===== config.mk =====
export PLATFORM = sky130hd
export DESIGN_NAME = gb_joypad
export DESIGN_NICKNAME = d
export VERILOG_FILES = /design/src/gb_pkg.sv /design/src/gb_joypad.sv
export VERILOG_INCLUDE_DIRS = /design/src
export SDC_FILE = /design/constraint.sdc
export NUM_CORES = 1
export LEC_CHECK = 0
export BUFFER_PORTS_ARGS = -buffer_cell sky130_fd_sc_hd__buf_2
export CAP_MARGIN = 20
export CORE_UTILIZATION = 43
export CTS_BUF_LIST = sky130_fd_sc_hd__clkbuf_4 sky130_fd_sc_hd__clkbuf_8 sky130_fd_sc_hd__clkbuf_16
export CTS_CLUSTER_SIZE = 16
export DETAILED_ROUTE_END_ITERATION = 12
export GPL_ROUTABILITY_DRIVEN = 0
export PLACE_DENSITY = 0.71
export SYNTH_ARGS = -nofsm -noshare
export SYNTH_HDL_FRONTEND = slang
export SYNTH_SLANG_ARGS = --single-unit

===== constraint.sdc =====
create_clock -name clk_cpu -period 1.62 [get_ports clk_cpu]
set_clock_uncertainty 0.1 [all_clocks]
set_input_delay 0.324 -clock clk_cpu [delete_from_list [all_inputs] [get_ports clk_cpu]]
set_output_delay 0.324 -clock clk_cpu [all_outputs]
set_load 0.02 [all_outputs]

===== src/gb_settings.svh =====
// ------------------------------------------------
// memory map, widths, serial timing and irq vectors
// included by the package and by every module using them
// ------------------------------------------------
`ifndef GB_SETTINGS_SVH
`define GB_SETTINGS_SVH

`define GB_ADDR_W        16      // cpu address bus
`define GB_DATA_W        8       // cpu data bus
`define GB_ZPRAM_AW      7       // 127 bytes at ff80
`define GB_WRAM_AW       15      // 8 banks of 4k
`define GB_WRAM_BANK_W   3       // svbk bank select

// register addresses
`define GB_ADDR_P1       16'hff00
`define GB_ADDR_SB       16'hff01
`define GB_ADDR_SC       16'hff02
`define GB_ADDR_IF       16'hff0f
`define GB_ADDR_SVBK     16'hff70
`define GB_ADDR_IE       16'hffff

`define GB_IRQ_N         5       // vblank, lcd, timer, serial, joypad
`define GB_SERIAL_DIV    512     // 8192 Hz bit clock
`define GB_SERIAL_BITS   8
`define GB_IRQ_VEC_BASE  8'h40
`define GB_IRQ_VEC_STEP  8
`define GB_IRQ_VEC_NONE  8'h55   // nothing pending
`define GB_OPEN_BUS      8'hff   // unmapped reads

`endif


===== src/gb_pkg.sv =====
// ------------------------------------------------
// bus types, decoded regions and interrupt bit positions
// ------------------------------------------------
`include "gb_settings.svh"

package gb_pkg;

	typedef logic [`GB_ADDR_W-1:0] addr_t;   // cpu address
	typedef logic [`GB_DATA_W-1:0] data_t;   // one bus byte
	typedef logic [`GB_IRQ_N-1:0]  irq_t;    // one bit per source

	// target of the current cpu access
	typedef enum logic [3:0] {
		REG_ROM,     // 0000-7fff cartridge rom
		REG_CRAM,    // a000-bfff cartridge ram
		REG_WRAM,    // c000-fdff incl echo
		REG_ZPRAM,   // ff80-fffe
		REG_JOY,     // p1
		REG_SB,      // serial data, read only
		REG_SC,      // serial control
		REG_IF,
		REG_IE,
		REG_SVBK,    // wram bank, colour mode
		REG_NONE     // open bus
	} region_e;

	// flag positions in IF and IE, lowest index wins
	typedef enum logic [2:0] {
		IRQ_VBLANK = 3'd0,
		IRQ_LCD    = 3'd1,
		IRQ_TIMER  = 3'd2,
		IRQ_SERIAL = 3'd3,
		IRQ_JOYPAD = 3'd4
	} irq_bit_e;

endpackage


===== src/gb_joypad.sv =====
// ------------------------------------------------
// p1 joypad register and key press interrupt
// ------------------------------------------------
`timescale 1ns/10ps

module gb_joypad (
	input  logic          clk_cpu,
	input  logic          reset,
	input  logic [7:0]    joystick,   // start select b a down up left right
	input  gb_pkg::data_t cpu_dout,
	input  logic          joy_we,
	output gb_pkg::data_t joy_rdata,
	output logic          joy_irq
);

	logic [1:0] p54;                      // select, 0 enables group
	logic [3:0] joy_dir;
	logic [3:0] joy_btn;
	logic [7:0] line_d1;
	logic [7:0] line_d2;

	always_ff @(posedge clk_cpu) begin
		if (reset)
			p54 <= 2'b00;
		else if (joy_we)
			p54 <= cpu_dout[5:4];
	end

	// active low lines, forced high when group not selected
	assign joy_dir = ~joystick[3:0] | {4{p54[0]}};
	assign joy_btn = ~joystick[7:4] | {4{p54[1]}};

	assign joy_rdata = {2'b11, p54, joy_dir & joy_btn};

	// two stage history of all gated lines
	always_ff @(posedge clk_cpu) begin
		if (reset) begin
			line_d1 <= '1;
			line_d2 <= '1;
		end else begin
			line_d1 <= {joy_btn, joy_dir};
			line_d2 <= line_d1;
		end
	end

	assign joy_irq = |(line_d2 & ~line_d1);   // any line fell

endmodule


==> impl_metrics.csv <==
group,metric,value,unit
floorplan,core_area,0.001318,mm2
logic_synthesis,synth.largest_area_cell,"dfxtp_1",
clock_network,cts_buffers,3,
cells_and_area,syn_to_final_growth,24.80,%
clock_network,cts_tree,"done",
setup_path,r2r_cells,2,
floorplan,num_rows,13,
route,drt_wl_total,978,um
route,drc,0,
run_status,outcome,"complete, but fails checks",
logic_synthesis,synth_area_leaders,"dfxtp_1, or2_2, inv_1",
route,dr.pass1.iters,2,
logic_synthesis,avgSynthCellArea,9.394,um2
logic_synthesis,yosysUniqueCellTypes,14,
route,vias,465,
logic_synthesis,synth_common_cells,"dfxtp_1, inv_1, or2_2",
global_route,grt_max_degree,12,
logic_synthesis,yosys_most_used_dff,"dfxtp_1",
logic_synthesis,synth_top_area_share,59.02,%
logic_synthesis,syn_area,610.6,um2
clock_network,clk-insertion-delay-late,0.29,ns
clock_network,clk_pin_slew,0.09,ns
route,dr.first_iter.drc_count,5,
cells_and_area,final_util,57.83,%
clock_network,htree_levels,1,
cells_and_area,nets,106,
clock_network,clockRootBuffer,"clkbuf_4",
placed_design,hpwl,734.5,um
floorplan,ios,28,
floorplan,die_w,39.68,um
cells_and_area,layout-drive-gt1-share,43.02,%
logic_synthesis,ys_seq_elements,18,
setup_path,reg2reg_from,"p54[0]",
run_status,violations,"setup timing",
clock_network,cts_setup_buffers,0,
logic_synthesis,async_flop_share,0,%
sta,finalSetupViolCount,1,
worst_hold_path,min_path_type,"in2reg",
logic_synthesis,synth-edff-count,0,
floorplan,dieArea,0.001575,mm2
route,vias_per_cell,4.604,
setup_path,cp_max_fo,2,
sta,fin_crit_sh,112.5,%
sta,fmax,0.5487,GHz
setup_path,ff2ff_setup_slack,0.78,ns
placed_design,place_area,709.4,um2
power_and_ir_drop,p_total,846.1,uW
setup_path,required,1.20,ns
setup_path,r2r-end,"line_d1[0]",
global_route,overflow,0,
floorplan,die_h,39.68,um
logic_synthesis,synth-seq-area-share,59.02,%
global_route,antenna_found_initial,0,
clock_network,clock_sinks,18,
global_route,grt_pass1_wl,1566,um
sta,hold_viol_final,0,
power_and_ir_drop,vdd_drop_max,660.7,uV
global_route,grt_pass1_vias,399,
route,wl_per_cell,9.683,um
sta,rsz0062_at_grt,"true",
cells_and_area,diodes,0,
cells_and_area,post-route-cell-area,762.0,um2
setup_path,startpoint_type,"flop",
clock_network,cts_buffer_depth,2,
logic_synthesis,yosysMostFrequentCell,"dfxtp_1",
sta,fin_crit,1.823,ns
run,cap_violations,0,
clock_network,cts_hold_buf,0,
setup_path,critPathArrivalTime,1.40,ns
sta,worst_slack,-0.2025,ns
route,ant_nets,0,
floorplan,initial_utilization,46.34,%
setup_path,endpoint,"joy_irq",
logic_synthesis,synth_cells,65,
setup_path,cp-startpoint,"line_d1[1]",
setup_path,critPathKind,"reg2out",
global_route,gr-usage-all-layers,15.98,%
logic_synthesis,yosysWarnings,0,
power_and_ir_drop,leakage,0.4036,nW
placed_design,portBuffers,19,
power_and_ir_drop,power.density,1110,mW/mm2
sta,finalMaxSlewViolations,0,
setup_path,end_kind,"output port",
metal layers:
metal	part of all wire (%)	track usage, %
met4	2.6	12.93
met2	46	23.77
met5	0	0
met1	44	18.34
met3	7.0	5.114
state kept, by name (all words and copies together), names as in the netlist:
register  count
line_d1       8
line_d2       8
p54           2
logic make-up after synthesis:
logic type	count (synthesis)	synth area share, %
AO/OA/AOI/OAI	8	7.377
other	1	0.6142
AND/OR/NAND/NOR	23	20.49
multiplexers	2	3.279
flip-flops	18	59.02
buffers and inverters	13	9.221
critical path, stage by stage, from the launching register on:
cell and delay [ns]:
dfxtp_1 0.36, o22ai_2 0.07, or4_1 0.53, buf_6 0.15
per-stage QoR:
step	hold slack [ns]	instances	setup TNS, ns	setup slack [ns]
after floorplan	0.3102	66	0	0.1842
after global placement	0.3267	97	0	0.1304
after detailed placement	0.3316	97	0	0.1238
after CTS	0.1259	101	-0.1948	-0.1948
after global routing	0.1273	101	-0.2599	-0.2599
final	0.1293	101	-0.2025	-0.2025
timing repair:
item                                    in CTS  in global routing
endpoints found under the setup margin       1                  1
pin swaps                                    3                  1
resized for setup                            5                  3
worst min path at each step:
stage,from,endpoint,slack [ns],cells after the start
4_1_cts,joystick[2],line_d1[2],0.13,2
3_5_place_dp,line_d1[0],line_d2[0],0.33,1
6_report,joystick[1],line_d1[1],0.13,2
3_3_place_gp,line_d1[2],line_d2[2],0.33,1
5_1_grt,joystick[3],line_d1[3],0.13,2
2_1_floorplan,joystick[0],line_d1[0],0.31,1
cell type report:
type / instances / area, um2
well taps: 15 / 18.77
clock buffers: 4 / 36.28
inverters: 10 / 37.54
repair buffers: 19 / 101.3
multi-input cells: 35 / 203.9
fillers: 116 / 555.5
flip-flops and latches: 18 / 364.1
cells in the final DEF, fill, tap and decap left out, types with 2 or more instances in the layout:
master,n
conb_1,2
mux2i_1,2
inv_1,8
or2_2,8
nor2b_1,4
clkbuf_4,3
dfxtp_1,15
dfxtp_2,3
nand3_1,4
a21oi_1,4
inv_2,2
nor2_1,2
nand2_1,4
buf_2,18
o22ai_1,3
where the power goes:
part / total (mW) / internal, mW / switching (mW)
logic: 0.103 / 0.0466 / 0.0559
registers: 0.477 / 0.466 / 0.0114
clock network: 0.266 / 0.137 / 0.129
total: 0.846 / 0.649 / 0.197
Power figures use the tool's default switching activity.
