`src/gb_settings.svh`:
```
// ------------------------------------------------
// memory map, widths, serial timing and irq vectors
// included by the package and by every module using them
// ------------------------------------------------
`ifndef GB_SETTINGS_SVH
`define GB_SETTINGS_SVH

`define GB_ADDR_W        16      // cpu address bus
`define GB_DATA_W        8       // cpu data bus
`define GB_ZPRAM_AW      7       // 127 bytes at ff80
`define GB_WRAM_AW       15      // 8 banks of 4k
`define GB_WRAM_BANK_W   3       // svbk bank select

// register addresses
`define GB_ADDR_P1       16'hff00
`define GB_ADDR_SB       16'hff01
`define GB_ADDR_SC       16'hff02
`define GB_ADDR_IF       16'hff0f
`define GB_ADDR_SVBK     16'hff70
`define GB_ADDR_IE       16'hffff

`define GB_IRQ_N         5       // vblank, lcd, timer, serial, joypad
`define GB_SERIAL_DIV    512     // 8192 Hz bit clock
`define GB_SERIAL_BITS   8
`define GB_IRQ_VEC_BASE  8'h40
`define GB_IRQ_VEC_STEP  8
`define GB_IRQ_VEC_NONE  8'h55   // nothing pending
`define GB_OPEN_BUS      8'hff   // unmapped reads

`endif

```
`src/gb_pkg.sv`:
```
// ------------------------------------------------
// bus types, decoded regions and interrupt bit positions
// ------------------------------------------------
`include "gb_settings.svh"

package gb_pkg;

	typedef logic [`GB_ADDR_W-1:0] addr_t;   // cpu address
	typedef logic [`GB_DATA_W-1:0] data_t;   // one bus byte
	typedef logic [`GB_IRQ_N-1:0]  irq_t;    // one bit per source

	// target of the current cpu access
	typedef enum logic [3:0] {
		REG_ROM,     // 0000-7fff cartridge rom
		REG_CRAM,    // a000-bfff cartridge ram
		REG_WRAM,    // c000-fdff incl echo
		REG_ZPRAM,   // ff80-fffe
		REG_JOY,     // p1
		REG_SB,      // serial data, read only
		REG_SC,      // serial control
		REG_IF,
		REG_IE,
		REG_SVBK,    // wram bank, colour mode
		REG_NONE     // open bus
	} region_e;

	// flag positions in IF and IE, lowest index wins
	typedef enum logic [2:0] {
		IRQ_VBLANK = 3'd0,
		IRQ_LCD    = 3'd1,
		IRQ_TIMER  = 3'd2,
		IRQ_SERIAL = 3'd3,
		IRQ_JOYPAD = 3'd4
	} irq_bit_e;

endpackage

```
`src/gb_serial.sv`:
```
// ------------------------------------------------
// dummy serial port, internal clock transfer with no partner
// ------------------------------------------------
`timescale 1ns/10ps
`include "gb_settings.svh"

module gb_serial (
	input  logic          clk_cpu,
	input  logic          reset,
	input  gb_pkg::data_t cpu_dout,
	input  logic          sc_we,
	output gb_pkg::data_t sc_rdata,
	output logic          serial_irq
);

	localparam int div_w = $clog2(`GB_SERIAL_DIV);
	localparam int cnt_w = $clog2(`GB_SERIAL_BITS + 1);

	logic             sc_start;       // sc bit 7
	logic             sc_clk;         // sc bit 0, internal clock
	logic [div_w-1:0] clk_div;        // cycles left in this bit
	logic [cnt_w-1:0] bit_cnt;        // bits left

	// ------------------------------------------------
	// transfer sequencer
	// ------------------------------------------------
	always_ff @(posedge clk_cpu) begin
		if (reset) begin
			sc_start   <= 1'b0;
			sc_clk     <= 1'b0;
			clk_div    <= '0;
			bit_cnt    <= '0;
			serial_irq <= 1'b0;
		end else begin
			serial_irq <= 1'b0;                    // one cycle pulse
			if (sc_we) begin
				sc_start <= cpu_dout[7];
				sc_clk   <= cpu_dout[0];
				clk_div  <= div_w'(`GB_SERIAL_DIV - 1);
				bit_cnt  <= cnt_w'(`GB_SERIAL_BITS);
			end else if (sc_start && sc_clk) begin
				clk_div <= clk_div - 1'b1;
				if (clk_div == '0) begin          // bit period done
					clk_div <= div_w'(`GB_SERIAL_DIV - 1);
					if (bit_cnt == cnt_w'(1)) begin
						sc_start   <= 1'b0;         // transfer finished
						serial_irq <= 1'b1;
					end else begin
						bit_cnt <= bit_cnt - 1'b1;
					end
				end
			end
			// external clock never ticks, transfer hangs
		end
	end

	assign sc_rdata = {sc_start, 6'h3f, sc_clk};

endmodule

```
`config.mk`:
```
export PLATFORM = sky130hd
export DESIGN_NAME = gb_serial
export DESIGN_NICKNAME = d
export VERILOG_FILES = /design/src/gb_pkg.sv /design/src/gb_serial.sv
export VERILOG_INCLUDE_DIRS = /design/src
export SDC_FILE = /design/constraint.sdc
export NUM_CORES = 1
export LEC_CHECK = 0
export BUFFER_PORTS_ARGS = -buffer_cell sky130_fd_sc_hd__buf_2
export CAP_MARGIN = 20
export CORE_MARGIN = 4
export CORE_UTILIZATION = 49
export CTS_BUF_LIST = sky130_fd_sc_hd__clkbuf_8
export CTS_CLUSTER_DIAMETER = 30
export DETAILED_ROUTE_END_ITERATION = 7
export PLACE_DENSITY = 0.89
export REMOVE_ABC_BUFFERS = 1
export SYNTH_ARGS = -nofsm -noshare
export SYNTH_HDL_FRONTEND = slang
export SYNTH_SLANG_ARGS = --single-unit
```
`constraint.sdc`:
```
create_clock -name clk_cpu -period 1.6 [get_ports clk_cpu]
set_input_delay 0 -clock clk_cpu [delete_from_list [all_inputs] [get_ports clk_cpu]]
set_output_delay 0 -clock clk_cpu [all_outputs]
set_load 0.01 [all_outputs]
```
==> results of run 1 <==
per-layer routing:
| layer | vias up | routed length [µm] |
|---|---|---|
| met5 | - | 0 |
| met4 | 0 | 102 |
| met3 | 12 | 132 |
| met2 | 40 | 1170 |
| met1 | 374 | 828 |
| li1 | 379 | - |
worst min-delay path: stages:
cell and delay, ps:
buf_2 80, mux2i_1 60, nor2_1 100
power breakdown:
group | switching, µW | internal [µW] | total (µW)
clock network | 145 | 219 | 364
registers | 23.6 | 421 | 444
logic | 78.2 | 70.9 | 149
layout make-up:
class,count,area [µm²]
multi-input cells,70,513
fillers,112,459
flip-flops and latches,16,323
repair buffers,26,188
clock buffers,4,55.1
well taps,16,20.0
inverters,5,18.8
synthesized netlist by cell type (2+ instances only):
master | number | share of area, %
dfxtp_1 | 16 | 37
a21oi_1 | 10 | 5.8
buf_4 | 8 | 7.0
nand2_1 | 7 | 3.1
inv_1 | 5 | 2.2
nor2_1 | 5 | 2.2
xor2_1 | 5 | 5.1
clkbuf_1 | 4 | 1.7
nand4_1 | 4 | 2.9
ha_1 | 3 | 4.4
o21ai_0 | 3 | 1.7
or3_1 | 3 | 2.2
a211oi_1 | 2 | 1.7
a31oi_1 | 2 | 1.5
and2_1 | 2 | 1.5
mux2i_1 | 2 | 2.3
nand3_1 | 2 | 1.2
nand4b_1 | 2 | 2.0
nor3_1 | 2 | 1.2
nor4_1 | 2 | 1.5
o21ai_1 | 2 | 1.2
flip-flops by register name, indices dropped and copies added, names as in the netlist:
| name | count |
|---|---|
| sc_clk | 1 |
| clk_div | 9 |
| bit_cnt | 4 |
| sc_start | 1 |
| serial_irq | 1 |
metrics by stage:
stage | total power, µW | hold WS (ps) | setup TNS [ps] | instance area (µm²) | utilization (%)
finish | 958 | 17.3 | -69.1 | 1120 | 70.9
global route | 1010 | 19.0 | -258 | 1120 | 70.9
CTS | 948 | 20.9 | -62.6 | 1090 | 69.1
detailed placement | 574 | 260 | -211 | 941 | 59.7
global placement | 566 | 244 | -63.8 | 941 | 59.7
floorplan | 514 | 69.1 | -111 | 803 | -
repair_timing:
action,in CTS,in global routing
resized for setup,10,7
hold buffers,1,0
buffers inserted,7,2
pin swaps,4,4
endpoints found under the setup margin,6,9
hold endpoints to repair,1,0
gates cloned,0,0
kinds of logic (layout without fill, tap and decap cells):
group                    Yosys count  in the layout  share of synthesized area [%]
AND/OR/NAND/NOR                   34             34                           26.6
AO/OA/AOI/OAI                     19             19                           11.9
buffers and inverters             17             35                           10.9
flip-flops                        16             16                           37.3
XOR/XNOR                           6              6                           6.11
adder cells (fa/ha/maj)            3              3                           4.37
multiplexers                       2              2                           2.33
other                              1              6                          0.436
path summary, 6_finish.rpt:
check,slack [ps],endpoint,startpoint,depth (start not counted)
max,-40,bit_cnt[3],clk_div[0],6
min,20,sc_clk,cpu_dout[0],3
max reg2reg,-40,bit_cnt[3],clk_div[0],6
min reg2reg,520,clk_div[8],clk_div[8],2
==> summary.md, run 1 <==
| Metric | Value |
|---|---|
| Crit path largest cell delay | 410 ps |
| Number of synthesized flops with an enable pin | 0 |
| Post-route ant nets | 0 |
| Routed WL per cell | 16.3 µm |
| CTS tree | yes |
| Die width | 49.9 µm |
| Crit path DAT | 1800 ps |
| Die area | about 2500 µm² |
| Worst setup SP type | flip-flop |
| Worst path required time | 1770 ps |
| Worst Skew | 3.08 ps |
| Max-cap violations | 0 |
| Skew-Pair Late Insertion Delay | 250 ps |
| Synth unique cells | 28 |
| Root Driver | clkbuf_8 |
| # H-tree levels | 1 |
| First-pass GRT wire length | between 3000 and 4000 µm |
| Status | finished, violations left |
| PortBufs | 7 |
| Fmax | 611 MHz |
| Clock sinks | 16 |
| Row cnt | 14 |
| Final setup fails | 2 |
| Met2 usage | 34.8% |
| Initial antenna violation count | 0 |
| DR vias/cell | 5.88 |
| GR peak layer | met2 |
| Initial core utilization | around 55% |
| Worst IR Drop VDD | 0.625 mV |
| Min Tclk post-route | 1640 ps |
| CTS Buf Count | 3 |
| Max Buffers Root-to-Sink | 2 |
| Met3 Resource Use GR | 6.33% |
| # diodes | 0 |
| Crit end category | flip-flop |
| Initial DRC Count | 20 |
| Final Wtd Congestion | 0.745 |
| Buf+Inv Stages, Crit Path | 1 |
| Synth Register Bits | 16 |
| Crit path cell chain | inv_2 > ha_4 > nor4b_4 > nand3_4 > or4_1 > a31oi_1 |
| Worst Setup Slack, final | -36.5 ps |
| Asr flop ratio synth | 0% |
| Commonest non-fill, non-tap cells in the layout | buf_4, dfxtp_1, a21oi_1 |
| Largest net degree at the start of global routing | 17 |
| DIE HEIGHT | 49.9 µm |
| Crit-path max FO | 4 |
| Average size of a mapped cell | 8.77 µm² |
| Number of global-route vias before repair | just over 800 |
| Seq/Total Area, Yosys | between 30% and 40% |
| Final #Nets | roughly 140 |
| Worst hold path class | input pin to flip-flop |
| Met1 Usage GRT | ~22% |
| Slew Viols, Final | 0 |
| Area grow syn2layout | 30.0% |
| # DRC | 0 |
| Synth Flop Type | dfxtp_1 |
| Setup slack after placement | -134 ps |
| Post-Synthesis Cells | 98 |
| Leading cell type in the layout, fill and taps excluded | buf_4 |
| Cell Count, Final, Fillers Out | 137 |
| Failing checks | negative setup slack |
| GRT Total Usage | 20.5% |
| Final hold viol count | 0 |
| PD cells | ~860 nW/µm² |
| Placed Cells | 125 |
| Worst setup path class | flip-flop to flip-flop |
| Final period util | 102% |
| Yosys warns | 0 |
| Via count | 805 |
| Detailed Place HPWL | around 1400 µm |
| Crit path max-delay family | simple AND/OR/NAND/NOR gates |
| Top Ports | 20 |
| Drt total wl | 2240 µm |
| Share of layout cells above drive strength 1 | 36.4% |
| Gr ovfl total | 0 |
| Static Leak | 0.000457 µW |
| Slowest cell on crit path | or4_1 |
| RSZ-0062 raised after global routing | yes |
| Total core area | 1580 µm² |
| Clock transition at path regs | 60 ps |
| DR pass1 iterations | 4 |
| Mapped Area | 860 µm² |
Power figures use the tool's default switching activity.
==> run 2: changes to the inputs <==
--- a/config.mk
+++ b/config.mk
@@ -9,11 +9,10 @@
 export BUFFER_PORTS_ARGS = -buffer_cell sky130_fd_sc_hd__buf_2
 export CAP_MARGIN = 20
 export CORE_MARGIN = 4
-export CORE_UTILIZATION = 49
-export CTS_BUF_LIST = sky130_fd_sc_hd__clkbuf_8
+export CORE_UTILIZATION = 46
 export CTS_CLUSTER_DIAMETER = 30
 export DETAILED_ROUTE_END_ITERATION = 7
-export PLACE_DENSITY = 0.89
+export PLACE_DENSITY = 0.85
 export REMOVE_ABC_BUFFERS = 1
 export SYNTH_ARGS = -nofsm -noshare
 export SYNTH_HDL_FRONTEND = slang
==> run 2 against run 1 <==
The run now ends clean. Maximum frequency grew 2.6%. Largest cell class unchanged. Global-route usage fell by 4.7 points. First-iteration DRC count fell by 40%. Count of clock-buffer cells in the layout decreased by 1. Via count down 3.9%. Largest power group unchanged. Final cell count rose by 5.1%.
==> summary.md, run 2 (same netlist as run 1, synthesis figures left out) <==
| Metric | Value |
|---|---|
| Status | complete, no violations (was finished, violations left) |
| Gr ovfl total | 0 (unchanged) |
| Largest net degree at the start of global routing | 17 (unchanged) |
| Max-cap violations | 0 (unchanged) |
| Total power | 808 µW (was 958 µW) |
| Worst Setup Slack, final | 5.54 ps (was -36.5 ps) |
| Commonest non-fill, non-tap cells in the layout | dfxtp_1, buf_4, a21oi_1 (was buf_4, dfxtp_1, a21oi_1) |
| Reg area | 322 µm² (was 323 µm²) |
| Min Tclk post-route | 1590 ps (was 1640 ps) |
| Worst setup path class | flip-flop to flip-flop (unchanged) |
| Worst reg2reg setup slack | 6 ps (was -40 ps) |
| Crit end category | flip-flop (unchanged) |
| Routed WL per cell | 13.9 µm (was 16.3 µm) |
| R2R Path Start | clk_div[0] (unchanged) |
| Worst Hold End | clk_div[2] (was sc_clk) |
| CTS tree | yes (unchanged) |
| First-pass GRT wire length | 3060 µm (was 3780 µm) |
| Post-route ant nets | 0 (unchanged) |
| Max Buffers Root-to-Sink | 2 (unchanged) |
| Die width | 51.2 µm (was 49.9 µm) |
| Drt total wl | 2010 µm (was 2240 µm) |
| # DRC | 0 (unchanged) |
| Worst hold path class | input pin to flip-flop (unchanged) |
| Final hold viol count | 0 (unchanged) |
| GRT Total Usage | 15.8% (was 20.5%) |
| Detailed Place HPWL | 1330 µm (was 1410 µm) |
| Hold Startpoint | reset (was cpu_dout[0]) |
| Worst IR Drop VDD | 0.482 mV (was 0.625 mV) |
| WHS | 72.1 ps (was 17.3 ps) |
| # H-tree levels | 1 (unchanged) |
| Worst Hold Path Cells | 2 (was 3) |
| Fill count | 145 (was 112) |
| Post-layout util | 62.1% (was 70.9%) |
| Clock transition at path regs | 90 ps (was 60 ps) |
| Skew-Pair Late Insertion Delay | 290 ps (was 250 ps) |
| Setup slack after placement | -107 ps (was -134 ps) |
| DR vias/cell | 5.38 (was 5.88) |
| Slew Viols, Final | 0 (unchanged) |
| Crit-path max FO | 5 (was 4) |
| Crit path DAT | 1820 ps (was 1800 ps) |
| Final Wtd Congestion | 0.843 (was 0.745) |
| DIE HEIGHT | 51.2 µm (was 49.9 µm) |
| Biggest regs | clk_div: 9 flops, bit_cnt: 4 flops (unchanged) |
| Row cnt | 15 (was 14) |
| Cell Count, Final, Fillers Out | 144 (was 137) |
| RSZ-0062 raised after global routing | yes (unchanged) |
| Largest Register | clk_div (unchanged) |
| Clock sinks | 16 (unchanged) |
| Initial antenna violation count | 0 (unchanged) |
| Critical Path Start | clk_div[0] (unchanged) |
| Static Leak | 0.000431 µW (was 0.000457 µW) |
| PortBufs | 7 (unchanged) |
| # diodes | 0 (unchanged) |
| Final period util | 99.7% (was 102%) |
| Area grow syn2layout | 26.1% (was 30.0%) |
| Initial core utilization | 49.2% (was 54.5%) |
| Worst setup SP type | flip-flop (unchanged) |
| Placed Cells | 134 (was 125) |
| Initial DRC Count | 12 (was 20) |
| Area occupied by multi-input gates | 512 µm² (was 513 µm²) |
| Fmax | 627 MHz (was 611 MHz) |
| Die area | 2620 µm² (was 2490 µm²) |
| Worst path required time | 1830 ps (was 1770 ps) |
| Max reg flops | 9 (unchanged) |
| Share of layout cells above drive strength 1 | 32.8% (was 36.4%) |
| Via count | 774 (was 805) |
| PD cells | 746 nW/µm² (was 857 nW/µm²) |
| CTS Buf Count | 3 (unchanged) |
| Root Driver | clkbuf_4 (was clkbuf_8) |
| DR pass1 iterations | 4 (unchanged) |
| Number of global-route vias before repair | 733 (was 819) |
| Final setup fails | 0 (was 2) |
| Register-to-Register Path Depth | 6 (unchanged) |
| Top Ports | 20 (unchanged) |
| Reg2reg end | bit_cnt[3] (unchanged) |
| Final #Nets | 135 (was 136) |
| Worst Skew | 3.89 ps (was 3.08 ps) |
| Total core area | 1750 µm² (was 1580 µm²) |
run 2: changes by cell type in the layout (fill, tap and decap cells not counted), sizes merged:
cell         delta
clkbuf          -1
dlygate4sd3     +2
buf             -3
run 2: how the worst max path moves through the flow:
stage                            end  slack (ps)  depth (start not counted)
after floorplan           bit_cnt[3]        -100                          6
after global placement    bit_cnt[3]          -6                          6
after detailed placement  bit_cnt[3]        -110                          6
after CTS                 bit_cnt[0]           6                          6
after global routing      bit_cnt[0]         -60                          6
final                     bit_cnt[3]           6                          6
run 2: what timing repair did:
item	in CTS	in global routing
setup endpoints to repair	5	9
hold buffers	3	0
hold endpoints to repair	3	0
pin swaps	5	3
gates resized for setup	6	8
buffers inserted	3	1
run 2: power by group:
group	switching [µW]	internal, µW	leakage [µW]
clock	129	87.8	0.0000138
sequential	22.5	420	0.000133
combinational	76.0	72.7	0.000284
run 2: routing by layer:
metal | vias to the layer above | global-route usage [%] | wire length [µm]
met5 | - | 0 | 0
met1 | 364 | 16.5 | 813
met2 | 26 | 26.2 | 1030
met3 | 8 | 6.41 | 109
li1 | 376 | - | -
met4 | 0 | 10.0 | 55
run 2: stage by stage:
| stage | instance area, µm² | setup TNS [ps] |
|---|---|---|
| 3_5_place_dp | 952 | -118 |
| 2_1_floorplan | 803 | -111 |
| 3_3_place_gp | 952 | -6.21 |
| 6_report | 1080 | 0 |
| 4_1_cts | 1040 | 0 |
| 5_1_grt | 1080 | -200 |
run 2: worst max-delay path, stage by stage, from the launching register on:
cell     delay (ps)
dfxtp_2         340
inv_2            80
ha_4            130
nor4b_4         270
nand3_4         120
or4_1           420
a31oi_1         160
run 2: layout make-up:
type / count / share of cell area (%)
Clock buffer: 3 / 2.08
Multi-Input combinational cell: 70 / 47.2
Tap cell: 25 / 2.89
Timing Repair Buffer: 25 / 16.4
Sequential cell: 16 / 29.7
Inverter: 5 / 1.73
