File: src/gb_settings.svh
// ------------------------------------------------
// memory map, widths, serial timing and irq vectors
// included by the package and by every module using them
// ------------------------------------------------
`ifndef GB_SETTINGS_SVH
`define GB_SETTINGS_SVH

`define GB_ADDR_W        16      // cpu address bus
`define GB_DATA_W        8       // cpu data bus
`define GB_ZPRAM_AW      7       // 127 bytes at ff80
`define GB_WRAM_AW       15      // 8 banks of 4k
`define GB_WRAM_BANK_W   3       // svbk bank select

// register addresses
`define GB_ADDR_P1       16'hff00
`define GB_ADDR_SB       16'hff01
`define GB_ADDR_SC       16'hff02
`define GB_ADDR_IF       16'hff0f
`define GB_ADDR_SVBK     16'hff70
`define GB_ADDR_IE       16'hffff

`define GB_IRQ_N         5       // vblank, lcd, timer, serial, joypad
`define GB_SERIAL_DIV    512     // 8192 Hz bit clock
`define GB_SERIAL_BITS   8
`define GB_IRQ_VEC_BASE  8'h40
`define GB_IRQ_VEC_STEP  8
`define GB_IRQ_VEC_NONE  8'h55   // nothing pending
`define GB_OPEN_BUS      8'hff   // unmapped reads

`endif

File: src/gb_pkg.sv
// ------------------------------------------------
// bus types, decoded regions and interrupt bit positions
// ------------------------------------------------
`include "gb_settings.svh"

package gb_pkg;

	typedef logic [`GB_ADDR_W-1:0] addr_t;   // cpu address
	typedef logic [`GB_DATA_W-1:0] data_t;   // one bus byte
	typedef logic [`GB_IRQ_N-1:0]  irq_t;    // one bit per source

	// target of the current cpu access
	typedef enum logic [3:0] {
		REG_ROM,     // 0000-7fff cartridge rom
		REG_CRAM,    // a000-bfff cartridge ram
		REG_WRAM,    // c000-fdff incl echo
		REG_ZPRAM,   // ff80-fffe
		REG_JOY,     // p1
		REG_SB,      // serial data, read only
		REG_SC,      // serial control
		REG_IF,
		REG_IE,
		REG_SVBK,    // wram bank, colour mode
		REG_NONE     // open bus
	} region_e;

	// flag positions in IF and IE, lowest index wins
	typedef enum logic [2:0] {
		IRQ_VBLANK = 3'd0,
		IRQ_LCD    = 3'd1,
		IRQ_TIMER  = 3'd2,
		IRQ_SERIAL = 3'd3,
		IRQ_JOYPAD = 3'd4
	} irq_bit_e;

endpackage

File: src/gb_irq_ctrl.sv
// ------------------------------------------------
// interrupt flags and enables, priority vector, acknowledge
// ------------------------------------------------
`timescale 1ns/10ps
`include "gb_settings.svh"

module gb_irq_ctrl (
	input  logic          clk_cpu,
	input  logic          reset,
	input  gb_pkg::data_t cpu_dout,
	input  logic          if_we,
	input  logic          ie_we,
	input  logic          cpu_ack,
	input  logic          vblank,       // level
	input  logic          lcd_irq,      // pulse
	input  logic          timer_irq,    // pulse
	input  logic          serial_irq,   // pulse
	input  logic          joy_irq,      // pulse
	output gb_pkg::data_t if_rdata,
	output gb_pkg::data_t ie_rdata,
	output gb_pkg::data_t irq_vec,
	output logic          irq
);

	gb_pkg::irq_t if_r;
	gb_pkg::irq_t ie_r;
	gb_pkg::irq_t pending;     // flagged and enabled
	gb_pkg::irq_t set;         // sources firing this cycle
	gb_pkg::irq_t clr;         // flag cleared by ack
	logic         vb_d1;
	logic         vb_d2;
	logic         ack_d;
	logic         ack_fall;

	// ------------------------------------------------
	// sources
	// ------------------------------------------------
	always_comb begin
		set                          = '0;
		set[gb_pkg::IRQ_VBLANK]      = vb_d1 & ~vb_d2;   // rising edge
		set[gb_pkg::IRQ_LCD]         = lcd_irq;
		set[gb_pkg::IRQ_TIMER]       = timer_irq;
		set[gb_pkg::IRQ_SERIAL]      = serial_irq;
		set[gb_pkg::IRQ_JOYPAD]      = joy_irq;
	end

	assign pending  = if_r & ie_r;
	assign ack_fall = ack_d & ~cpu_ack;

	// lowest set bit of pending is the winner
	assign clr = ack_fall ? (pending & (~pending + 1'b1)) : '0;

	// ------------------------------------------------
	// flag and enable registers
	// ------------------------------------------------
	always_ff @(posedge clk_cpu) begin
		if (reset) begin
			if_r  <= '0;
			ie_r  <= '0;
			vb_d1 <= 1'b0;
			vb_d2 <= 1'b0;
			ack_d <= 1'b0;
			irq   <= 1'b0;
		end else begin
			vb_d1 <= vblank;
			vb_d2 <= vb_d1;
			ack_d <= cpu_ack;
			if (if_we)
				if_r <= cpu_dout[`GB_IRQ_N-1:0];   // cpu write wins
			else
				if_r <= (if_r | set) & ~clr;
			if (ie_we)
				ie_r <= cpu_dout[`GB_IRQ_N-1:0];
			irq <= |pending;                       // one cycle behind flags
		end
	end

	// unused upper bits read as ones
	assign if_rdata = {{(`GB_DATA_W-`GB_IRQ_N){1'b1}}, if_r};
	assign ie_rdata = {{(`GB_DATA_W-`GB_IRQ_N){1'b1}}, ie_r};

	// priority vector, scanned high to low so bit 0 ends on top
	always_comb begin
		irq_vec = `GB_IRQ_VEC_NONE;
		for (int i = `GB_IRQ_N - 1; i >= 0; i--) begin
			if (pending[i])
				irq_vec = `GB_IRQ_VEC_BASE + gb_pkg::data_t'(`GB_IRQ_VEC_STEP * i);
		end
	end

endmodule

File: config.mk
export PLATFORM = sky130hd
export DESIGN_NAME = gb_irq_ctrl
export DESIGN_NICKNAME = d
export VERILOG_FILES = /design/src/gb_pkg.sv /design/src/gb_irq_ctrl.sv
export VERILOG_INCLUDE_DIRS = /design/src
export SDC_FILE = /design/constraint.sdc
export NUM_CORES = 1
export LEC_CHECK = 0
export BUFFER_PORTS_ARGS = -buffer_cell sky130_fd_sc_hd__buf_2
export CAP_MARGIN = 20
export CELL_PAD_IN_SITES_DETAIL_PLACEMENT = 0
export CELL_PAD_IN_SITES_GLOBAL_PLACEMENT = 1
export CORE_MARGIN = 2
export CORE_UTILIZATION = 30
export DETAILED_ROUTE_END_ITERATION = 8
export PLACE_DENSITY = 0.78
export SLEW_MARGIN = 20
export SYNTH_ARGS = -nofsm -noshare
export SYNTH_HDL_FRONTEND = slang
export SYNTH_SLANG_ARGS = --single-unit
export TNS_END_PERCENT = 30
File: constraint.sdc
create_clock -name clk_cpu -period 1.9 [get_ports clk_cpu]
set_input_delay 0.095 -clock clk_cpu [delete_from_list [all_inputs] [get_ports clk_cpu]]
set_output_delay 0.095 -clock clk_cpu [all_outputs]
set_load 0.01 [all_outputs]
==> qor.yml, run 1 <==
die:
  dieArea_um2: 2730
  die_h_um: 52.2
  rows: 17
  core-area_um2: 2210
  io_pins: 43
  initial_core_util: 0.316
  die_x_um: 52.2
global_routing:
  grt_pass1_wl_um: 2280
  grt_start_max_net_pins: 15
  antenna_found_initial: 0
  grt_pass1_vias: 524
  grt_usage: 0.115
  grt-ovfl-total: 0
detailed_routing:
  first_pass_iters: 2
  drc: 0
  wirelength_um: 1490
  detailedRoute.firstIterationViolations: 4
  detail-route-antenna-nets: 0
  viasPerCell: 4.55
  wl_met1_um: 652
  vias: 614
  route.met3.wl_um: 118
  top_layer_used: "met4"
  wl_met2_um: 710
  wl_per_cell_um: 11.1
synthesis:
  synth-seq-cells: 14
  synth_warnings: 0
  synthFlopType: "dfxtp_1"
  synth_cells: 79
  ys_async_sr_fraction: 0
  syn_area_per_cell_um2: 8.84
  synth_edf_count: 0
  syn-cell-area_um2: 698
  synthDistinctLibCells: 28
  yosysSeqAreaShare: 0.401
timing:
  final_max_slew_viol_count: 0
  hold_viol_final: 0
  timing.final.ws_setup_ns: 0.495
  fin_worst_skew_ns: 0.000924
  fmax_mhz: 712
  setup_violations: 0
  rsz0062_at_grt: "false"
  fin_crit_sh: 0.740
  tns_ns: 0
  period_needed_ns: 1.41
clocking:
  root_buffer: "clkbuf_4"
  cts_resized: 0
  clkLatencyLatePin_ns: 0.27
  numClockSinks: 14
  cts.clk_slew.worst_paths_ns: 0.08
  holdBufCountCts: 0
  cts_setup_buffers: 0
  cts_tree: "done"
  h-tree-depth: 1
  clock_path_buffers: 2
  tritoncts.num_buffers: 3
power:
  p_leak_nw: 0.424
  p_switching_mw: 0.174
  pwr-share-clk: 0.321
  combPwrFrac: 0.174
  intPower_mw: 0.481
  switching_share: 0.266
  power_density_nw_per_um2: 763
  seqPwrFrac: 0.505
  ir_drop_v: 0.000347
placement:
  place.port_buffers: 30
  place_hpwl_um: 1170
  gp_congestion: 0.682
  post-place-ws_ns: 0.633
run_status:
  outcome: "completed"
worst_setup_path:
  rr_worst_depth: 3
  start_kind: "register"
  crit_type: "register to output pin"
  worstPathRequired_ns: 1.80
  crit_arrival_ns: 1.31
  cp-end-kind: "output pin"
  critPathMaxFanout: 6
  reg2reg_slack_ns: 0.61
finish:
  nNetsFinal: 126
  layout_commonest_cell: "buf_2"
  drive_gt1_frac: 0.355
  num_antenna_cells: 0
  final_cell_mix: "30 x buf_2, 14 x dfxtp_1, 9 x conb_1"
  area_growth_pct: 22.9
  fill_cells: 239
run:
  cap_viol_max_count: 0
worst_hold_path:
  hold_depth: 2
  worstHoldPathType: "input port to register"
[kinds of logic (layout without fill, tap and decap cells)]
logic type | after synthesis | in the layout | share of synthesized area
other | 2 | 9 | 0.0108
multiplexers | 5 | 5 | 0.0717
buffers and inverters | 17 | 38 | 0.147
AND/OR/NAND/NOR | 24 | 24 | 0.174
flip-flops | 14 | 14 | 0.401
AO/OA/AOI/OAI | 17 | 17 | 0.195
[sequential cells by signal (all words and copies together), names as in the netlist]
signal	flops
ie_r	5
if_r	5
ack_d	1
irq	1
vb_d1	1
vb_d2	1
[power by group through the flow]
| stage | clock network [mW] | registers [mW] | logic (mW) |
|---|---|---|---|
| 6_report | 0.210 | 0.331 | 0.114 |
| 4_1_cts | 0.221 | 0.331 | 0.115 |
| 3_3_place_gp | 0 | 0.337 | 0.114 |
| 2_1_floorplan | 0 | 0.342 | 0.0782 |
| 3_5_place_dp | 0 | 0.338 | 0.115 |
| 5_1_grt | 0.237 | 0.335 | 0.127 |
[routing by layer]
layer / up-vias / GRT usage
met5: - / 0
met4: 0 / 0.0513
met3: 2 / 0.0457
met2: 21 / 0.179
met1: 282 / 0.139
li1: 309 / -
[critical path, stage by stage, from the launching register on]
cell,delay (ns)
dfxtp_1,0.36
a22o_4,0.29
and3b_2,0.25
buf_2,0.13
[final timing paths]
path | from | to
hold / removal | vblank | vb_d1
hold reg to reg | vb_d1 | vb_d2
setup reg to reg | if_r[1] | if_r[4]
setup / recovery | if_r[1] | irq_vec[2]
[final cells by class]
class / count / area [um^2] / area share
inverters: 4 / 15.0 / 0.0175
multi-input cells: 55 / 342 / 0.398
clock buffers: 4 / 36.3 / 0.0423
repair buffers: 30 / 150 / 0.175
well taps: 28 / 35.0 / 0.0408
flip-flops and latches: 14 / 280 / 0.327
[cells in the mapped netlist (2+ instances only)]
cell | count | area share
conb_1 | 2 | 0.011
nand3_1 | 2 | 0.014
o21bai_1 | 2 | 0.021
nor2_1 | 8 | 0.043
a22oi_1 | 2 | 0.021
nand2_1 | 5 | 0.027
a2111oi_0 | 2 | 0.025
dfxtp_1 | 14 | 0.40
buf_4 | 10 | 0.11
nor2b_1 | 3 | 0.027
a21oi_1 | 3 | 0.021
inv_1 | 4 | 0.021
o21a_1 | 2 | 0.021
mux2i_1 | 5 | 0.072
clkbuf_1 | 2 | 0.011
[metrics by stage]
step            util  hold WS (ns)  area, um^2  total power [mW]  std cells
6_report       0.388        0.0313         858             0.655        135
2_1_floorplan      -         0.167         724             0.421         86
5_1_grt        0.388        0.0470         858             0.699        135
3_5_place_dp   0.372         0.315         822             0.453        131
3_3_place_gp   0.372         0.303         822             0.451        131
4_1_cts        0.388        0.0241         858             0.667        135
No activity file was read; power rests on OpenSTA's default activity.
==> run 2: changes to the inputs <==
--- a/config.mk
+++ b/config.mk
@@ -6,14 +6,16 @@
 export SDC_FILE = /design/constraint.sdc
 export NUM_CORES = 1
 export LEC_CHECK = 0
+export ABC_AREA = 1
 export BUFFER_PORTS_ARGS = -buffer_cell sky130_fd_sc_hd__buf_2
 export CAP_MARGIN = 20
 export CELL_PAD_IN_SITES_DETAIL_PLACEMENT = 0
 export CELL_PAD_IN_SITES_GLOBAL_PLACEMENT = 1
+export CORE_ASPECT_RATIO = 2
 export CORE_MARGIN = 2
-export CORE_UTILIZATION = 30
+export CORE_UTILIZATION = 24
 export DETAILED_ROUTE_END_ITERATION = 8
-export PLACE_DENSITY = 0.78
+export PLACE_DENSITY = 0.7
 export SLEW_MARGIN = 20
 export SYNTH_ARGS = -nofsm -noshare
 export SYNTH_HDL_FRONTEND = slang
==> constraint.sdc (replaced) <==
create_clock -name clk_cpu -period 1.15 [get_ports clk_cpu]
set_input_delay 0.0575 -clock clk_cpu [delete_from_list [all_inputs] [get_ports clk_cpu]]
set_output_delay 0.0575 -clock clk_cpu [all_outputs]
set_load 0.01 [all_outputs]
==> run 2 against run 1 <==
Net effect: the run now ends with negative setup slack left; flip-flop and latch count unchanged; utilization decreased by 3.2 points; final cell count up 19%; final area up 13%; die area rose by 21%; synthesized cell count grew 18%; combinational power grew 120%; clock power is 120% higher; critical path depth up 1; first-iteration DRC count is the same; count of clock-buffer cells in the layout unchanged; global-route usage fell by 1.0 points; critical path type unchanged; critical endpoint is now irq_vec[0].
==> qor.yml, run 2 <==
power:
  ir_drop_v: 0.000429  # +24%
  intPower_mw: 0.946  # +97%
  seqPwrFrac: 0.434  # -0.071
  pwr-share-clk: 0.367  # +0.046
  switching_share: 0.252  # -0.0138
  p_switching_mw: 0.319  # +83%
  p_leak_nw: 0.536  # +26%
  power_mw: 1.26  # +93%
  combPwrFrac: 0.199  # +0.025
  power_density_nw_per_um2: 1300  # +70%
worst_setup_path:
  reg2reg_slack_ns: 0.09  # -0.52 ns
  cp_cell_sequence: "nand2_4 -> nand2_4 -> nor3b_4 -> buf_2"
  cp_common_cell: "nand2_4"
  cp_slowest_cell: "dfxtp_2"
  start_kind: "register"
  critPathMaxFanout: 3  # -3
  r2r-end: "irq"
  crit_type: "register to output pin"
  max_stage_delay_ns: 0.34  # -0.02 ns
  crit_end: "irq_vec[0]"
  cp-end-kind: "output pin"
  rr_startpoint: "ie_r[3]"
  startpoint: "ie_r[3]"
  crit_arrival_ns: 1.11  # -0.20 ns
  worstPathRequired_ns: 1.09  # -0.71 ns
  rr_worst_depth: 6  # +3
timing:
  timing.final.ws_setup_ns: -0.0126  # -0.507 ns
  setup_violations: 2  # +2
  fin_worst_skew_ns: 0.00129  # +0.000362 ns
  fmax_mhz: 860
  period_needed_ns: 1.16
  hold_viol_final: 0  # unchanged
  fin_crit_sh: 1.01
  final_max_slew_viol_count: 0  # unchanged
  rsz0062_at_grt: "true"
  holdWs_ns: 0.0212  # -0.0101 ns
  tns_ns: -0.0226  # -0.0226 ns
worst_hold_path:
  hp-start: "vblank"
  worstHoldPathType: "input port to register"
die:
  core-area_um2: 2740  # +24%
  initial_core_util: 0.250  # -0.0660
  die_h_um: 79.5  # +52%
  die_x_um: 41.7  # -20%
  dieArea_um2: 3320  # +21%
  io_pins: 43  # unchanged
  rows: 27  # +10
synthesis:
  yosys.area_share.xor_xnor: 0  # unchanged
  synth_cells: 93  # +18%
  synth_edf_count: 0  # unchanged
  yosys.area.top_type_share: 0.410  # +0.00882
  syn_area_per_cell_um2: 7.35  # -17%
  ys_async_sr_fraction: 0  # unchanged
  synth_compound_area_frac: 0.136  # -0.0598
  synth_warnings: 0  # unchanged
  yosysSeqAreaShare: 0.410  # +0.00882
  synth_top_family_by_area: "simple AND/OR/NAND/NOR gates"
  synthDistinctLibCells: 18  # -36%
  synthFlopType: "dfxtp_1"
  syn-cell-area_um2: 683  # -2.2%
  ys_top_cells_by_area: "dfxtp_1 41%, buf_4 11%, nor2_1 10%, o21ai_0 7.3%, nand2_1 7.1%"
  synth_most_common_cell: "nor2_1"
  synth_top_area_cell: "dfxtp_1"
  synth_fa_ha_area_frac: 0  # unchanged
  synth_mux_area_frac: 0  # -0.0717
  synth-simple-area-share: 0.289  # +0.116
  netlist_top_cells_count: "19 x nor2_1, 14 x dfxtp_1, 13 x nand2_1"
  synth-seq-cells: 14  # unchanged
clocking:
  h-tree-depth: 1  # unchanged
  cts_tree: "done"
  numClockSinks: 14  # unchanged
  clock_path_buffers: 2  # unchanged
  holdBufCountCts: 0  # unchanged
  cts.clk_slew.worst_paths_ns: 0.06  # -0.02 ns
  root_buffer: "clkbuf_8"
  clkLatencyLatePin_ns: 0.24  # -0.03 ns
  tritoncts.num_buffers: 3  # unchanged
detailed_routing:
  wl_per_cell_um: 9.92  # -10%
  drc: 0  # unchanged
  wirelength_um: 1600  # +7.0%
  first_pass_iters: 4  # +2
  vias: 656  # +6.8%
  viasPerCell: 4.07  # -10%
  detailedRoute.firstIterationViolations: 4  # unchanged
  detail-route-antenna-nets: 0  # unchanged
global_routing:
  grt_usage: 0.104  # -0.0105
  grt-ovfl-total: 0  # unchanged
  antenna_found_initial: 0  # unchanged
  grt_pass1_vias: 588  # +12%
  grt_start_max_net_pins: 11  # -4
  grt_pass1_wl_um: 2590  # +13%
placement:
  gp_congestion: 0.691  # +1.3%
  post-place-ws_ns: 0.140  # -0.492 ns
  place_hpwl_um: 1280  # +9.7%
  placed_cells: 149  # +14%
  place.port_buffers: 30  # unchanged
finish:
  fill_cells: 297  # +24%
  final_cells: 161  # +19%
  area_growth_pct: 42.5
  nNetsFinal: 151  # +20%
  layout_commonest_cell: "buf_2"
  num_antenna_cells: 0  # unchanged
  final_cell_mix: "30 x buf_2, 18 x nor2_1, 10 x nand2_1, 10 x o21ai_0"
  reg_top3: "ie_r x5, if_r x5"
  drive_gt1_frac: 0.508  # +0.152
run_status:
  violations: "negative setup slack"
  outcome: "finished, violations left"
run:
  cap_viol_max_count: 0  # unchanged
==> run 2: critical path, delay by kind of cell, from the launching register on <==
family / cells / cell delay (ns)
AND/OR/NAND/NOR: 3 / 0.36
flip-flops: 1 / 0.34
buffers and inverters: 1 / 0.17
==> run 2: power groups by stage <==
stage	sequential [mW]	clock [mW]	combinational (mW)
after floorplan	0.564	0	0.136
after global placement	0.552	0	0.207
after detailed placement	0.553	0	0.210
after CTS	0.545	0.479	0.238
after global routing	0.554	0.503	0.284
final	0.549	0.464	0.252
==> run 2: cell type report <==
type	instances	area, um^2	area share
clock buffer	4	55.1	0.0566
inverter	8	30.0	0.0308
sequential	14	292	0.299
multi-input combinational	68	350	0.360
tap	29	36.3	0.0373
timing repair buffer	38	210	0.216
==> run 2: worst min-delay path by stage <==
stage,to,slack [ns],depth (start not counted)
floorplan,vb_d1,0.13,1
global route,vb_d1,0.02,3
detailed placement,vb_d1,0.27,3
global placement,vb_d1,0.26,3
finish,vb_d1,0.02,3
CTS,vb_d1,0.02,3
==> run 2: cell families after synthesis <==
group           count (synthesis)
simple gates                   42
buf+inv                        18
compound gates                 17
flops                          14
other cells                     2
==> run 2: per-stage QoR <==
| stage | util | area, um^2 |
|---|---|---|
| global route | 0.356 | 973 |
| floorplan | - | 709 |
| finish | 0.356 | 973 |
| CTS | 0.342 | 935 |
| global placement | 0.300 | 821 |
| detailed placement | 0.300 | 821 |
==> run 2: timing repair <==
action,in CTS,in global routing
gates resized for setup,10,6
setup endpoints to repair,4,5
setup buffers,5,3
pin swaps,7,3
==> run 2: per-layer routing <==
metal	track usage	wire length, um	vias to the layer above
met5	0	0	-
met4	0.0871	40	0
met3	0.0204	111	2
met2	0.178	879	26
met1	0.106	566	279
li1	-	-	349
